`config.mk`:
```
export PLATFORM = sky130hd
export DESIGN_NAME = recovery_handler
export DESIGN_NICKNAME = d
export VERILOG_FILES = /design/src/hw/rec_pkg.sv /design/src/hw/recovery_handler.sv /design/src/hw/rec_csr_wb.sv /design/src/hw/recovery_pec.sv /design/src/hw/rx_data_queue.sv /design/src/hw/rx_byte_packer.sv
export SDC_FILE = /design/constraint.sdc
export NUM_CORES = 1
export LEC_CHECK = 0
export BUFFER_PORTS_ARGS = -buffer_cell sky130_fd_sc_hd__buf_2
export CORE_MARGIN = 2
export CORE_UTILIZATION = 50
export DETAILED_ROUTE_END_ITERATION = 12
export PLACE_DENSITY = 0.67
export SLEW_MARGIN = 0
export SYNTH_ARGS = -nofsm -noshare
export SYNTH_HDL_FRONTEND = slang
export SYNTH_HIERARCHICAL = 1
export SYNTH_SLANG_ARGS = --single-unit
```
`constraint.sdc`:
```
create_clock -name clk_i -period 5.23 [get_ports clk_i]
set_clock_uncertainty 0.05 [all_clocks]
set_input_delay 0.2615 -clock clk_i [delete_from_list [all_inputs] [get_ports clk_i]]
set_output_delay 0.2615 -clock clk_i [all_outputs]
set_load 0.05 [all_outputs]
```
`src/hw/rec_pkg.sv`:
```
// Shared widths and encodings; QUEUE_DEPTH must be a power of two and fit in LEVEL_W
package rec_pkg;

  // Bus byte and queue word
  localparam int unsigned BYTE_W = 8;
  localparam int unsigned WORD_W = 32;
  localparam int unsigned BYTES_PER_WORD = WORD_W / BYTE_W;

  // RX data queue
  localparam int unsigned QUEUE_DEPTH = 8;
  localparam int unsigned LEVEL_W = 4;

  // SMBus PEC, CRC-8 from zero, MSB first
  localparam logic [BYTE_W-1:0] PEC_POLY = 8'h07;

  // Frame byte counter, saturating
  localparam int unsigned CNT_W = 8;

  // Wishbone word address
  localparam int unsigned WB_ADR_W = 2;

  typedef enum logic [WB_ADR_W-1:0] {
    REG_CTRL    = 2'd0,
    REG_STATUS  = 2'd1,
    REG_RX_DATA = 2'd2,
    REG_PEC     = 2'd3
  } csr_addr_e;

  typedef enum logic [1:0] {
    FRAME_IDLE   = 2'd0,
    FRAME_ACTIVE = 2'd1,
    FRAME_DONE   = 2'd2
  } frame_state_e;

endpackage
```
`src/hw/recovery_handler.sv`:
```
// Receive side only; in recovery mode bytes are always accepted and flush has no effect
`timescale 1ns/10ps

module recovery_handler (
  input  logic                         clk_i,
  input  logic                         arst_n_i,

  // Controller byte stream
  input  logic                         ctl_rx_wvalid_i,
  input  logic [rec_pkg::BYTE_W-1:0]   ctl_rx_wdata_i,
  input  logic                         ctl_rx_wflush_i,
  output logic                         ctl_rx_wready_o,

  // Bus conditions
  input  logic                         ctl_bus_start_i,
  input  logic                         ctl_bus_stop_i,

  // Wishbone
  input  logic                         wb_cyc_i,
  input  logic                         wb_stb_i,
  input  logic                         wb_we_i,
  input  logic [rec_pkg::WB_ADR_W-1:0] wb_adr_i,
  input  logic [rec_pkg::WORD_W-1:0]   wb_dat_i,
  output logic [rec_pkg::WORD_W-1:0]   wb_dat_o,
  output logic                         wb_ack_o,

  output logic                         irq_o
);
  import rec_pkg::*;

  logic               pk_valid;
  logic               pk_flush;
  logic               pk_ready;
  logic               word_valid;
  logic               word_ready;
  logic [WORD_W-1:0]  word_data;
  logic [WORD_W-1:0]  q_rdata;
  logic [LEVEL_W-1:0] q_level;
  logic               q_empty;
  logic               q_full;
  logic               q_pop;
  logic               q_clear;
  logic               pec_byte_valid;
  logic               pec_ack;
  logic [BYTE_W-1:0]  pec_value;
  logic [CNT_W-1:0]   pec_count;
  logic               pec_done;

  rx_byte_packer u_packer (
    .clk_i,
    .arst_n_i,
    .byte_valid_i (pk_valid),
    .byte_flush_i (pk_flush),
    .clear_i      (q_clear),
    .byte_data_i  (ctl_rx_wdata_i),
    .byte_ready_o (pk_ready),
    .word_valid_o (word_valid),
    .word_data_o  (word_data),
    .word_ready_i (word_ready)
  );

  rx_data_queue u_queue (
    .clk_i,
    .arst_n_i,
    .wvalid_i (word_valid),
    .pop_i    (q_pop),
    .clear_i  (q_clear),
    .wdata_i  (word_data),
    .wready_o (word_ready),
    .empty_o  (q_empty),
    .full_o   (q_full),
    .rdata_o  (q_rdata),
    .level_o  (q_level)
  );

  recovery_pec u_pec (
    .clk_i,
    .arst_n_i,
    .bus_start_i  (ctl_bus_start_i),
    .bus_stop_i   (ctl_bus_stop_i),
    .byte_valid_i (pec_byte_valid),
    .ack_i        (pec_ack),
    .byte_data_i  (ctl_rx_wdata_i),
    .pec_o        (pec_value),
    .count_o      (pec_count),
    .done_o       (pec_done)
  );

  rec_csr_wb u_csr (
    .clk_i,
    .arst_n_i,
    .ctl_wvalid_i     (ctl_rx_wvalid_i),
    .ctl_wflush_i     (ctl_rx_wflush_i),
    .ctl_wready_o     (ctl_rx_wready_o),
    .pk_valid_o       (pk_valid),
    .pk_flush_o       (pk_flush),
    .pk_ready_i       (pk_ready),
    .pec_byte_valid_o (pec_byte_valid),
    .pec_ack_o        (pec_ack),
    .pec_i            (pec_value),
    .pec_count_i      (pec_count),
    .pec_done_i       (pec_done),
    .q_rdata_i        (q_rdata),
    .q_level_i        (q_level),
    .q_empty_i        (q_empty),
    .q_full_i         (q_full),
    .q_pop_o          (q_pop),
    .q_clear_o        (q_clear),
    .wb_cyc_i,
    .wb_stb_i,
    .wb_we_i,
    .wb_adr_i,
    .wb_dat_i,
    .wb_dat_o,
    .wb_ack_o,
    .irq_o
  );

endmodule

```
`src/hw/rec_csr_wb.sv`:
```
// Wishbone classic slave with one-cycle ack; master must drop stb in the cycle after ack
`timescale 1ns/10ps

module rec_csr_wb (
  input  logic                         clk_i,
  input  logic                         arst_n_i,

  // Controller byte stream
  input  logic                         ctl_wvalid_i,
  input  logic                         ctl_wflush_i,
  output logic                         ctl_wready_o,

  // Packer
  output logic                         pk_valid_o,
  output logic                         pk_flush_o,
  input  logic                         pk_ready_i,

  // PEC calculator
  output logic                         pec_byte_valid_o,
  output logic                         pec_ack_o,
  input  logic [rec_pkg::BYTE_W-1:0]   pec_i,
  input  logic [rec_pkg::CNT_W-1:0]    pec_count_i,
  input  logic                         pec_done_i,

  // RX data queue
  input  logic [rec_pkg::WORD_W-1:0]   q_rdata_i,
  input  logic [rec_pkg::LEVEL_W-1:0]  q_level_i,
  input  logic                         q_empty_i,
  input  logic                         q_full_i,
  output logic                         q_pop_o,
  output logic                         q_clear_o,

  // Wishbone
  input  logic                         wb_cyc_i,
  input  logic                         wb_stb_i,
  input  logic                         wb_we_i,
  input  logic [rec_pkg::WB_ADR_W-1:0] wb_adr_i,
  input  logic [rec_pkg::WORD_W-1:0]   wb_dat_i,
  output logic [rec_pkg::WORD_W-1:0]   wb_dat_o,
  output logic                         wb_ack_o,

  output logic                         irq_o
);
  import rec_pkg::*;

  logic               rec_en_q;
  logic [LEVEL_W-1:0] thld_q;
  logic               ack_q;
  logic               pop_q;
  logic               clear_q;
  logic               pec_ack_q;
  logic               wb_req;
  logic               rd_req;
  logic               wr_req;
  csr_addr_e          addr;
  logic [WORD_W-1:0]  rdata;

  // Byte steering by mode; data goes to both sides as is
  assign pk_valid_o       = !rec_en_q && ctl_wvalid_i;
  assign pk_flush_o       = !rec_en_q && ctl_wflush_i;
  assign pec_byte_valid_o = rec_en_q && ctl_wvalid_i;
  assign ctl_wready_o     = rec_en_q || pk_ready_i;

  assign addr   = csr_addr_e'(wb_adr_i);
  assign wb_req = wb_cyc_i && wb_stb_i && !ack_q;
  assign rd_req = wb_req && !wb_we_i;
  assign wr_req = wb_req && wb_we_i;

  always_comb begin
    rdata = '0;
    case (addr)
      REG_CTRL: begin
        rdata[0]   = rec_en_q;
        rdata[7:4] = thld_q;
      end
      REG_STATUS: begin
        rdata[0]   = q_empty_i;
        rdata[1]   = q_full_i;
        rdata[7:4] = q_level_i;
        rdata[8]   = pec_done_i;
      end
      // Empty queue reads as zero
      REG_RX_DATA: rdata = q_empty_i ? '0 : q_rdata_i;
      REG_PEC: begin
        rdata[7:0]  = pec_i;
        rdata[15:8] = pec_count_i;
      end
      default: rdata = '0;
    endcase
  end

  always_ff @(posedge clk_i or negedge arst_n_i) begin
    if (!arst_n_i) begin
      rec_en_q  <= 1'b0;
      thld_q    <= '0;
      ack_q     <= 1'b0;
      pop_q     <= 1'b0;
      clear_q   <= 1'b0;
      pec_ack_q <= 1'b0;
    end else begin
      ack_q     <= wb_req;
      pop_q     <= rd_req && (addr == REG_RX_DATA) && !q_empty_i;
      pec_ack_q <= rd_req && (addr == REG_PEC);
      clear_q   <= wr_req && (addr == REG_CTRL) && wb_dat_i[8];
      if (wr_req && (addr == REG_CTRL)) begin
        rec_en_q <= wb_dat_i[0];
        thld_q   <= wb_dat_i[7:4];
      end
    end
  end

  // Read data captured with the request, valid during ack
  always_ff @(posedge clk_i) begin
    if (wb_req) begin
      wb_dat_o <= rdata;
    end
  end

  assign wb_ack_o  = ack_q;
  assign q_pop_o   = pop_q;
  assign q_clear_o = clear_q;
  assign pec_ack_o = pec_ack_q;

  assign irq_o = ((thld_q != '0) && (q_level_i >= thld_q)) || pec_done_i;

  a_ack_in_cycle: assert property (@(posedge clk_i) disable iff (!arst_n_i)
    wb_ack_o |-> (wb_cyc_i && wb_stb_i))
    else $error("wishbone ack outside an active cycle");

endmodule

```
`src/hw/recovery_pec.sv`:
```
// Start wins over a byte in the same cycle; a byte that comes with stop is still counted
`timescale 1ns/10ps

module recovery_pec (
  input  logic                       clk_i,
  input  logic                       arst_n_i,
  input  logic                       bus_start_i,
  input  logic                       bus_stop_i,
  input  logic                       byte_valid_i,
  input  logic                       ack_i,
  input  logic [rec_pkg::BYTE_W-1:0] byte_data_i,
  output logic [rec_pkg::BYTE_W-1:0] pec_o,
  output logic [rec_pkg::CNT_W-1:0]  count_o,
  output logic                       done_o
);
  import rec_pkg::*;

  frame_state_e      state_q;
  logic [BYTE_W-1:0] crc_q;
  logic [CNT_W-1:0]  cnt_q;

  // One byte through the CRC-8, MSB first
  function automatic logic [BYTE_W-1:0] crc8_next(logic [BYTE_W-1:0] crc,
                                                  logic [BYTE_W-1:0] data);
    logic [BYTE_W-1:0] c;
    c = crc ^ data;
    for (int b = 0; b < BYTE_W; b++) begin
      c = c[BYTE_W-1] ? ((c << 1) ^ PEC_POLY) : (c << 1);
    end
    return c;
  endfunction

  always_ff @(posedge clk_i or negedge arst_n_i) begin
    if (!arst_n_i) begin
      state_q <= FRAME_IDLE;
      crc_q   <= '0;
      cnt_q   <= '0;
    end else if (bus_start_i) begin
      state_q <= FRAME_ACTIVE;
      crc_q   <= '0;
      cnt_q   <= '0;
    end else begin
      case (state_q)
        FRAME_ACTIVE: begin
          if (byte_valid_i) begin
            crc_q <= crc8_next(crc_q, byte_data_i);
            if (cnt_q != '1) begin
              cnt_q <= cnt_q + 1'b1;
            end
          end
          if (bus_stop_i) begin
            state_q <= FRAME_DONE;
          end
        end
        // Result held until the CSR side reads it
        FRAME_DONE: if (ack_i) state_q <= FRAME_IDLE;
        default:    state_q <= state_q;
      endcase
    end
  end

  assign pec_o   = crc_q;
  assign count_o = cnt_q;
  assign done_o  = (state_q == FRAME_DONE);

  a_start_stop_apart: assert property (@(posedge clk_i) disable iff (!arst_n_i)
    !(bus_start_i && bus_stop_i))
    else $error("bus start and stop in the same cycle");

endmodule

```
`src/hw/rx_data_queue.sv`:
```
// Word FIFO; a write into a full queue is refused even when a pop happens in the same cycle
`timescale 1ns/10ps

module rx_data_queue (
  input  logic                        clk_i,
  input  logic                        arst_n_i,
  input  logic                        wvalid_i,
  input  logic                        pop_i,
  input  logic                        clear_i,
  input  logic [rec_pkg::WORD_W-1:0]  wdata_i,
  output logic                        wready_o,
  output logic                        empty_o,
  output logic                        full_o,
  output logic [rec_pkg::WORD_W-1:0]  rdata_o,
  output logic [rec_pkg::LEVEL_W-1:0] level_o
);
  import rec_pkg::*;

  logic [WORD_W-1:0]              mem_q [QUEUE_DEPTH];
  logic [$clog2(QUEUE_DEPTH)-1:0] wr_ptr_q;
  logic [$clog2(QUEUE_DEPTH)-1:0] rd_ptr_q;
  logic [LEVEL_W-1:0]             level_q;
  logic                           push;
  logic                           pop;

  assign full_o   = (level_q == LEVEL_W'(QUEUE_DEPTH));
  assign empty_o  = (level_q == '0);
  assign wready_o = !full_o;
  assign push     = wvalid_i && wready_o;
  assign pop      = pop_i && !empty_o;

  always_ff @(posedge clk_i) begin
    if (push) begin
      mem_q[wr_ptr_q] <= wdata_i;
    end
  end

  // Pointers wrap naturally on a power-of-two depth
  always_ff @(posedge clk_i or negedge arst_n_i) begin
    if (!arst_n_i) begin
      wr_ptr_q <= '0;
      rd_ptr_q <= '0;
      level_q  <= '0;
    end else if (clear_i) begin
      wr_ptr_q <= '0;
      rd_ptr_q <= '0;
      level_q  <= '0;
    end else begin
      if (push) begin
        wr_ptr_q <= wr_ptr_q + 1'b1;
      end
      if (pop) begin
        rd_ptr_q <= rd_ptr_q + 1'b1;
      end
      case ({push, pop})
        2'b10:   level_q <= level_q + 1'b1;
        2'b01:   level_q <= level_q - 1'b1;
        default: level_q <= level_q;
      endcase
    end
  end

  // Head word
  assign rdata_o = mem_q[rd_ptr_q];
  assign level_o = level_q;

  a_no_pop_empty: assert property (@(posedge clk_i) disable iff (!arst_n_i)
    pop_i |-> !empty_o)
    else $error("queue popped while empty");

  a_level_bound: assert property (@(posedge clk_i) disable iff (!arst_n_i)
    level_q <= LEVEL_W'(QUEUE_DEPTH))
    else $error("queue level above depth");

endmodule

```
`src/hw/rx_byte_packer.sv`:
```
// Packs LSB first; a flush with no held byte is dropped, a flush while a word waits is ignored
`timescale 1ns/10ps

module rx_byte_packer (
  input  logic                        clk_i,
  input  logic                        arst_n_i,
  input  logic                        byte_valid_i,
  input  logic                        byte_flush_i,
  input  logic                        clear_i,
  input  logic [rec_pkg::BYTE_W-1:0]  byte_data_i,
  output logic                        byte_ready_o,
  output logic                        word_valid_o,
  output logic [rec_pkg::WORD_W-1:0]  word_data_o,
  input  logic                        word_ready_i
);
  import rec_pkg::*;

  logic [WORD_W-1:0]                   word_q;
  logic [$clog2(BYTES_PER_WORD+1)-1:0] cnt_q;
  logic                                word_valid_q;
  logic                                accept;
  logic                                flush_take;
  logic                                word_take;
  logic                                last_byte;

  // Input stalls while a word waits for the queue
  assign byte_ready_o = !word_valid_q;
  assign accept       = byte_valid_i && byte_ready_o;
  assign flush_take   = byte_flush_i && byte_ready_o;
  assign word_take    = word_valid_q && word_ready_i;
  assign last_byte    = accept && (cnt_q == BYTES_PER_WORD - 1);

  always_ff @(posedge clk_i) begin
    if (accept) begin
      word_q[cnt_q*BYTE_W +: BYTE_W] <= byte_data_i;
    end
  end

  always_ff @(posedge clk_i or negedge arst_n_i) begin
    if (!arst_n_i) begin
      cnt_q        <= '0;
      word_valid_q <= 1'b0;
    end else if (clear_i) begin
      cnt_q        <= '0;
      word_valid_q <= 1'b0;
    end else if (word_take) begin
      cnt_q        <= '0;
      word_valid_q <= 1'b0;
    end else begin
      if (accept) begin
        cnt_q <= cnt_q + 1'b1;
      end
      if (last_byte || (flush_take && (accept || cnt_q != '0))) begin
        word_valid_q <= 1'b1;
      end
    end
  end

  // Bytes not yet written read as zero
  always_comb begin
    for (int i = 0; i < BYTES_PER_WORD; i++) begin
      word_data_o[i*BYTE_W +: BYTE_W] = (i < cnt_q) ? word_q[i*BYTE_W +: BYTE_W] : '0;
    end
  end

  assign word_valid_o = word_valid_q;

  a_word_stable: assert property (@(posedge clk_i) disable iff (!arst_n_i)
    (word_valid_o && !word_ready_i && !clear_i) |=> $stable(word_data_o))
    else $error("packer word changed while waiting");

endmodule

```
==> results.toml, run 1 <==
[outcome]
status = "finished, final reports clean"

[timing]
max_slew.worst_pin.slew_ns = 1.02
rsz0062_at_grt = "false"
finalCritPeriodShare = 0.556
finalSetupViolCount = 0
maxSlewHeadroom = 0.317
fin_crit_ns = 2.91
hold_viol = 0
tns_ns = 0
fmax_mhz = 344
timing.final.max_slew_violations = 0

[setup_path]
slowest_delay_ns = 1.06
path_cells = "buf_4 > mux4_2 > mux2_2 > and3_1"
worstSetupPathType = "reg2reg"
cp.required_ns = 5.46
slowest_stage = "dfrtp_4"
cp_max_fo = 45
arrival_ns = 3.14
cp-start-kind = "register"
endpoint_kind = "register"

[layout]
post-route-util = 0.580
areaGrowthSynthToFinish_pct = 14.1
nNetsFinal = 987
antenna_cells = 0
n_fill_cell = 2252
final_area_mm2 = 0.0172
regArea_mm2 = 0.0106
multiInputGateArea_mm2 = 0.00424
final_layout_size_suffix_gt1_frac = 0.284

[floorplan]
die_w_um = 178
core_mm2 = 0.0296
rows = 63
dieArea_mm2 = 0.0315
io_pins = 86
start_util = 0.508
dieHeight_um = 178

[drt]
first_pass_iters = 4
avgViaCountPerCell = 5.75
num_vias = 7723
first_iter_violations = 830
wire_per_inst_um = 23.4
ant_nets = 0
post-route-drc-count = 0
wl_mm = 31.4

[synthesis]
avgSynthCellArea_um2 = 18.0
synth_top_area_frac = 0.638
synth-seq-area-share = 0.706
synthesis.area_mm2 = 0.0151
synth.top_cells.by_area = "edfxtp_1, mux4_2, dfrtp_1"
synthFlopType = "edfxtp_1"
synthArstFlopShare = 0.114
synthAdderAreaFrac = 0.0113
synth_xor_area_frac = 0.0220
syn_nets = 901
synth_top_family_by_area = "multiplexers"
synthMuxAreaShare = 0.129
synth_compound_area_frac = 0.0341
synth_cell_types = 59
synth_seq_cells = 361
synth_top_cell_by_area = "edfxtp_1"
yosys_warnings = 6
synth_edf_count = 320
syn_inst = 837
synth.most_common_cell = "edfxtp_1"
synthTopCellsByCount = "edfxtp_1, mux4_2, dfrtp_1"
synthSimpleGateAreaFrac = 0.0810

[power]
power_leakage_nw = 6.06
peakVddDrop_mv = 0.278
p_int_mw = 6.27
switching_power_mw = 2.50
seqPwrFrac = 0.461
p_per_area_mw_per_mm2 = 511
total_power_mw = 8.78
clock_power_share = 0.301
p_sw_frac = 0.285
pwr-share-comb = 0.238

[cts]
cts_tree = "done"
clkSlewWorstSetupHoldPaths_ns = 0.06
cts_root_buf = "clkbuf_16"
cts_sinks = 361
post_cts_buffers = 0
cts_buffer_depth = 3
clkLatencyLatePin_ns = 0.53
numCtsBuffers = 39
htree_levels = 2

[placed_design]
hpwl_mm = 17.7
place_area_mm2 = 0.0158
port_buffers = 59
place.gp.congestion = 0.798

[worst_hold_path]
min_path_type = "in2reg"

[global_route]
top_usage_layer = "met2"
grt_pass1_wl_mm = 48.0
grtUsageMet1 = 0.293
antenna_found_initial = 1
grt_pass1_vias = 7906
grt_util_met2 = 0.342
track_usage = 0.208
grtUsageMet3 = 0.0281
overflow = 0
grt_max_degree = 46

[run]
maxCapViolations = 0
==> critical path: cells and delay by family, from the launching register on <==
family,cells,cell delay (ns)
buffers and inverters,1,0.54
DFF,1,1.06
muxes,2,0.85
and+or+nand+nor,1,0.14
==> final timing paths <==
| kind | slack (ns) | endpoint | start | cells after the start |
|---|---|---|---|---|
| min reg2reg | 0.50 | u_csr/thld_q[3] | u_csr/thld_q[3] | 1 |
| max in group asynchronous | 3.98 | u_queue/rd_ptr_q[0] | arst_n_i | 2 |
| min in group asynchronous | 0.42 | u_queue/wr_ptr_q[1] | arst_n_i | 2 |
| min | 0.09 | u_packer/word_q[24] | ctl_rx_wdata_i[0] | 2 |
| max reg2reg | 2.32 | u_csr/wb_dat_o[17] | u_queue/rd_ptr_q[0] | 4 |
| max | 2.32 | u_csr/wb_dat_o[17] | u_queue/rd_ptr_q[0] | 4 |
==> final cells by class <==
class / count / share of cell area
sequential: 361 / 0.619
multi-input combinational: 422 / 0.247
clock buffer: 57 / 0.0649
timing repair buffer: 85 / 0.0303
tap: 390 / 0.0284
clock inverter: 14 / 0.00779
inverter: 14 / 0.00306
==> metrics by stage <==
step                      setup WS (ns)  hold slack [ns]  instances
after global routing               2.09           0.0755       1343
after global placement             2.24            0.415       1260
after CTS                          2.23           0.0744       1343
after floorplan                    1.32          -0.0841        837
final                              2.32           0.0855       1343
after detailed placement           2.23            0.412       1260
==> what timing repair did <==
action / in CTS / in global routing
hold endpoints to repair: 51 / 0
hold buffers: 12 / 0
resized for setup: 0 / 0
==> cell families after synthesis <==
logic type / Yosys count
adder cells (fa/ha/maj): 13
multiplexers: 108
AO/OA/AOI/OAI: 76
flip-flops: 361
buffers and inverters: 54
XOR/XNOR: 25
AND/OR/NAND/NOR: 200
==> sequential cells by signal (all words and copies together), names as in the netlist, 4 cells and up <==
signal,count
u_queue/mem_q,256
u_csr/wb_dat_o,32
u_packer/word_q,32
u_pec/count_o,8
u_pec/pec_o,8
u_csr/thld_q,4
u_queue/level_o,4
==> routing by layer <==
| layer | vias up | routed length [um] |
|---|---|---|
| met5 | - | 7 |
| met2 | 219 | 15500 |
| met3 | 52 | 1560 |
| li1 | 3463 | - |
| met1 | 3987 | 13700 |
| met4 | 2 | 696 |
==> power by group through the flow <==
| stage | Sequential [mW] | Clock, mW | Combinational (mW) |
|---|---|---|---|
| detailed placement | 4.11 | 0 | 2.10 |
| global placement | 4.09 | 0 | 2.07 |
| finish | 4.04 | 2.65 | 2.09 |
| global route | 4.10 | 2.81 | 2.27 |
| CTS | 4.05 | 2.69 | 2.11 |
| floorplan | 3.98 | 0 | 1.63 |
==> placed cells by master, fill, tap and decap left out, drive strengths merged, types with 8 or more instances in the layout <==
master,synthesis,layout
a211oi,13,13
a21oi,23,23
a22oi,17,17
and2,41,41
and2b,9,9
and3,21,21
buf,15,73
clkbuf,25,57
clkinv,0,12
dfrtp,41,41
dlygate4sd3,0,12
edfxtp,320,320
ha,12,12
inv,14,14
mux2,37,37
mux4,64,64
nand2,15,15
nand3,8,8
nor2,32,32
nor2b,35,35
nor3,11,11
o21ai,10,10
xnor2,12,12
(Power assumes the default switching activity.)
==> run 2, diff against run 1 <==
Settings changed: ABC_AREA set to 1.
Clock period 5.23 ns to 2.8 ns, I/O delays scaled along.
==> results.toml, run 2 <==
[outcome]
status = "finished, final reports clean"

[floorplan]
die_w_um = 180
core_mm2 = 0.0305
rows = 64
dieHeight_um = 180
start_util = 0.508
io_pins = 86
dieArea_mm2 = 0.0324

[drt]
num_vias = 10200
first_pass_iters = 5
wire_per_inst_um = 18.0
post-route-drc-count = 0
avgViaCountPerCell = 5.42
wl_mm = 33.9
ant_nets = 0
first_iter_violations = 939

[setup_path]
crit_path_end = "u_packer/word_q[12]"
cp_max_fo = 12
ff2ff_path_depth = 4
reg2reg_to = "u_packer/word_q[12]"
arrival_ns = 2.48
endpoint_kind = "register"
worstSetupPathType = "reg2reg"
r2r-start = "u_packer/cnt_q[2]"
cp.required_ns = 2.89
ff2ff_setup_slack_ns = 0.42
cp-start-kind = "register"
critPathLaunch = "u_packer/cnt_q[2]"

[timing]
hold_viol = 0
finalSetupViolCount = 0
fin_crit_ns = 2.38
maxSlewHeadroom = 0.335
hold_ws_ns = 0.0169
timing.final.max_slew_violations = 0
fmax_mhz = 419
finalCritPeriodShare = 0.852
max_slew.worst_pin.slew_ns = 0.998
rsz0062_at_grt = "false"
fin_ws_ns = 0.415
tns_ns = 0

[global_route]
track_usage = 0.211
overflow = 0
antenna_found_initial = 0
grt_max_degree = 131
grt_pass1_wl_mm = 53.8
grt_pass1_vias = 10100

[run]
maxCapViolations = 0

[synthesis]
synth_top_family_by_area = "simple AND/OR/NAND/NOR gates"
yosys_warnings = 6
syn_inst = 1373
synth_compound_area_frac = 0.0856
synth.most_common_cell = "edfxtp_1"
avgSynthCellArea_um2 = 11.3
synthArstFlopShare = 0.114
synthSimpleGateAreaFrac = 0.160
synthTopCellsByCount = "edfxtp_1, nor2_1, nand2_1"
synth_seq_cells = 361
synth.top_cells.by_area = "edfxtp_1, nor2_1, dfrtp_1"
synthesis.area_mm2 = 0.0155
synth-seq-area-share = 0.687
syn_nets = 1437
synthMuxAreaShare = 0
synthAdderAreaFrac = 0.0110
synth_top_cell_by_area = "edfxtp_1"
synth_xor_area_frac = 0.00509
synth_edf_count = 320
synth_top_area_frac = 0.621
synthFlopType = "edfxtp_1"
synth_cell_types = 48

[layout]
final_cell_mix = "edfxtp_1, nor2_1, nand2_1"
reg_top3 = "u_queue/mem_q: 256 flops, u_csr/wb_dat_o: 32 flops, u_packer/word_q: 32 flops"
final_layout_size_suffix_gt1_frac = 0.125
final_common_cell = "edfxtp_1"
antenna_cells = 0
n_fill_cell = 2436
largest-register = "u_queue/mem_q"
largest_reg_flops = 256
nNetsFinal = 1528
post-route-util = 0.578
final_area_mm2 = 0.0176
areaGrowthSynthToFinish_pct = 14.0

[cts]
clkLatencyLatePin_ns = 0.52
cts_buffer_depth = 3
htree_levels = 2
clkSlewWorstSetupHoldPaths_ns = 0.06
cts_root_buf = "clkbuf_16"
numCtsBuffers = 36
cts_sinks = 361
cts_tree = "done"

[power]
peakVddDrop_mv = 0.489
p_per_area_mw_per_mm2 = 967
power_leakage_nw = 6.80

[placed_design]
place.gp.congestion = 0.829
place_area_mm2 = 0.0164
pre_cts_slack_ns = 0.458
hpwl_mm = 20.5
port_buffers = 59

[worst_hold_path]
min_path_type = "in2reg"
run 2: changes by cell type after synthesis, sizes merged, moves of 21 or more:
cell,previous run,this run
inv,14,119
nand3,8,34
o22ai,0,34
o21ai,10,142
and2,41,0
nor2,32,330
mux4,64,0
a31oi,3,32
nor2b,35,0
nand2,15,186
mux2,37,0
and3,21,0
run 2: critical path: stages (launching register included):
cell and delay, ns:
dfrtp_1 0.64, inv_1 0.17, ha_1 0.39, nand2_1 0.20, nor2_1 0.57
run 2: cells by family after synthesis:
kind of cell / count (synthesis)
fa+ha+maj: 13
buf+inv: 176
simple gates: 582
compound gates: 232
flops: 361
xor+xnor: 9
run 2: layer usage:
layer | part of all wire | vias up | track usage
met1 | 0.42 | 4948 | 0.283
met3 | 0.068 | 53 | 0.0377
met2 | 0.48 | 298 | 0.354
met5 | 0 | - | 0
met4 | 0.024 | 0 | 0.0667
li1 | - | 4911 | -
run 2: layout make-up:
class                           count  area, um^2  share of cell area
Clock buffer                       46         991              0.0562
Clock inverter                     17        81.3             0.00461
Inverter                          119         450              0.0255
Multi-Input combinational cell    836        4120               0.233
Sequential cell                   361       10600               0.603
Tap cell                          396         495              0.0281
Timing Repair Buffer              110         868              0.0492
run 2: power breakdown:
part | switching, mW | internal [mW] | total, mW
Combinational | 3.80 | 1.61 | 5.41
Clock | 1.91 | 2.49 | 4.40
Sequential | 0.297 | 6.95 | 7.25
Total | 6.00 | 11.1 | 17.1
run 2: through the flow:
| step | power, mW | std cells |
|---|---|---|
| after CTS | 17.2 | 1885 |
| after global placement | 12.6 | 1801 |
| final | 17.1 | 1885 |
| after detailed placement | 12.7 | 1801 |
| after floorplan | 11.1 | 1373 |
| after global routing | 18.0 | 1885 |
run 2: worst min-delay path by stage:
| stage | from | end | slack, ns | cells after the start |
|---|---|---|---|---|
| 2_1_floorplan | arst_n_i | u_csr/pec_ack_o | -0.21 | 0 |
| 3_3_place_gp | wb_dat_i[4] | u_csr/thld_q[0] | 0.28 | 3 |
| 3_5_place_dp | wb_dat_i[4] | u_csr/thld_q[0] | 0.29 | 3 |
| 4_1_cts | ctl_rx_wdata_i[3] | u_packer/word_q[3] | 0.002 | 3 |
| 5_1_grt | ctl_rx_wdata_i[4] | u_packer/word_q[4] | 0.02 | 3 |
| 6_report | ctl_rx_wdata_i[4] | u_packer/word_q[4] | 0.02 | 3 |
run 2: what timing repair did:
item | 4_1_cts | 5_1_grt
setup endpoints to repair | 0 | 0
hold buffers | 21 | 0
endpoints found under the hold margin | 54 | 0
resized for setup | 0 | 0
setup buffers | 0 | 0
==> run 3, diff against run 2 <==
Settings changed: CORE_ASPECT_RATIO set to 0.8.
==> results.toml, run 3 (same netlist as run 2, synthesis figures left out) <==
[power]
peakVddDrop_mv = 0.536
total_power_mw = 17.6
p_per_area_mw_per_mm2 = 989
clock_power_share = 0.286
p_sw_frac = 0.345
switching_power_mw = 6.09
pwr-share-comb = 0.304
p_int_mw = 11.6
power_leakage_nw = 6.90
seqPwrFrac = 0.411

[cts]
cts_root_buf = "clkbuf_16"
cts_tree = "done"
cts_buffer_depth = 3
cts-resized-gates = 0
post_cts_buffers = 0
htree_levels = 2
cts_sinks = 361
clkLatencyLatePin_ns = 0.54
numCtsBuffers = 38
clkSlewWorstSetupHoldPaths_ns = 0.06

[layout]
reg_top3 = "u_queue/mem_q: 256 flops, u_csr/wb_dat_o: 32 flops, u_packer/word_q: 32 flops"
largest_reg_flops = 256
largest-register = "u_queue/mem_q"
final_cell_mix = "edfxtp_1, nor2_1, nand2_1"
final_common_cell = "edfxtp_1"
antenna_cells = 0
final_layout_size_suffix_gt1_frac = 0.130
nNetsFinal = 1531
post-route-util = 0.586
areaGrowthSynthToFinish_pct = 15.2

[timing]
finalSetupViolCount = 0
fmax_mhz = 410
rsz0062_at_grt = "false"
hold_viol = 0
max_slew.worst_pin.slew_ns = 0.801
fin_ws_ns = 0.359
finalCritPeriodShare = 0.872
tns_ns = 0
maxSlewHeadroom = 0.466
timing.final.max_slew_violations = 0
fin_crit_ns = 2.44

[placed_design]
port_buffers = 59
pre_cts_slack_ns = 0.499
place.gp.congestion = 0.836
hpwl_mm = 20.8

[drt]
ant_nets = 0
avgViaCountPerCell = 5.40
first_iter_violations = 873
first_pass_iters = 5
num_vias = 10300
wire_per_inst_um = 18.3
post-route-drc-count = 0
wl_mm = 34.8

[setup_path]
worstSetupPathType = "in2reg"
endpoint_kind = "register"
cp_max_fo = 13
arrival_ns = 2.85
cp.required_ns = 3.20
cp-start-kind = "input pin"

[worst_hold_path]
min_path_type = "in2reg"

[global_route]
grt_pass1_wl_mm = 54.0
grt_pass1_vias = 9743
overflow = 0
track_usage = 0.217
antenna_found_initial = 0
grt_max_degree = 131

[floorplan]
dieArea_mm2 = 0.0324
io_pins = 86
start_util = 0.508
die_w_um = 201
rows = 57
core_mm2 = 0.0305
dieHeight_um = 161

[run]
maxCapViolations = 0

[outcome]
status = "finished, final reports clean"
## run 3: changes by cell type in the layout (fill, tap and decap cells not counted)
cell | before | now
clkinv_1 | 12 | 2
bufinv_16 | 0 | 5
dlygate4sd3_1 | 21 | 26
inv_6 | 0 | 3
buf_12 | 11 | 9
buf_4 | 19 | 17
clkbuf_8 | 1 | 3
clkbuf_1 | 7 | 8
clkinv_2 | 5 | 6
inv_2 | 6 | 7
## run 3: repair_timing
item / 4_1_cts / 5_1_grt
hold buffers: 26 / 0
endpoints found under the setup margin: 0 / 0
endpoints found under the hold margin: 42 / 0
## run 3: power by group through the flow
stage	logic, mW	clock network, mW	registers [mW]
final	5.36	5.04	7.25
after global routing	5.96	5.35	7.31
after CTS	5.39	5.13	7.24
after detailed placement	5.32	0	7.35
after global placement	5.20	0	7.33
after floorplan	3.69	0	7.45
## run 3: worst paths after layout
| check | startpoint | end | slack [ns] | cells past startpoint |
|---|---|---|---|---|
| min in group asynchronous | arst_n_i | u_queue/rd_ptr_q[1] | 0.08 | 2 |
| hold reg to reg | u_pec/state_q[0] | u_pec/state_q[0] | 0.49 | 2 |
| max in group asynchronous | arst_n_i | u_packer/cnt_q[2] | 1.81 | 3 |
| setup / recovery | wb_stb_i | u_csr/thld_q[0] | 0.36 | 10 |
| hold / removal | ctl_rx_wdata_i[2] | u_packer/word_q[26] | 0.02 | 3 |
| setup reg to reg | u_packer/cnt_q[2] | u_packer/word_q[11] | 0.47 | 4 |
## run 3: metrics by stage
step,cells,area (um^2),hold WS (ns)
2_1_floorplan,1373,15500,-0.206
3_3_place_gp,1814,16300,0.124
3_5_place_dp,1814,16300,0.133
4_1_cts,1906,17800,0.000833
5_1_grt,1906,17800,0.0329
6_report,1906,17800,0.0168
## run 3: area by class of cell
class / instances / area, um^2
Timing Repair Buffer: 111 / 863
Multi-Input combinational cell: 836 / 4120
Clock buffer: 49 / 1020
Fill cell: 2488 / 12600
Tap cell: 413 / 517
Sequential cell: 361 / 10600
Inverter: 119 / 449
Clock inverter: 17 / 230
## run 3: critical path: stages
cell and delay [ns]:
dlygate4sd3_1 0.52, buf_2 0.10, nand2_1 0.04, dlygate4sd3_1 0.58, nor2_4 0.35, nand3_2 0.25
inv_2 0.15, nand2_1 0.07, nand2_1 0.06, dlygate4sd3_1 0.56
## run 3: per-layer routing
layer,vias to the layer above,GRT usage,share of wire
met5,-,0,0
met4,0,0.0650,0.022
met3,67,0.0351,0.061
met2,329,0.333,0.45
met1,4994,0.324,0.47
li1,4910,-,-
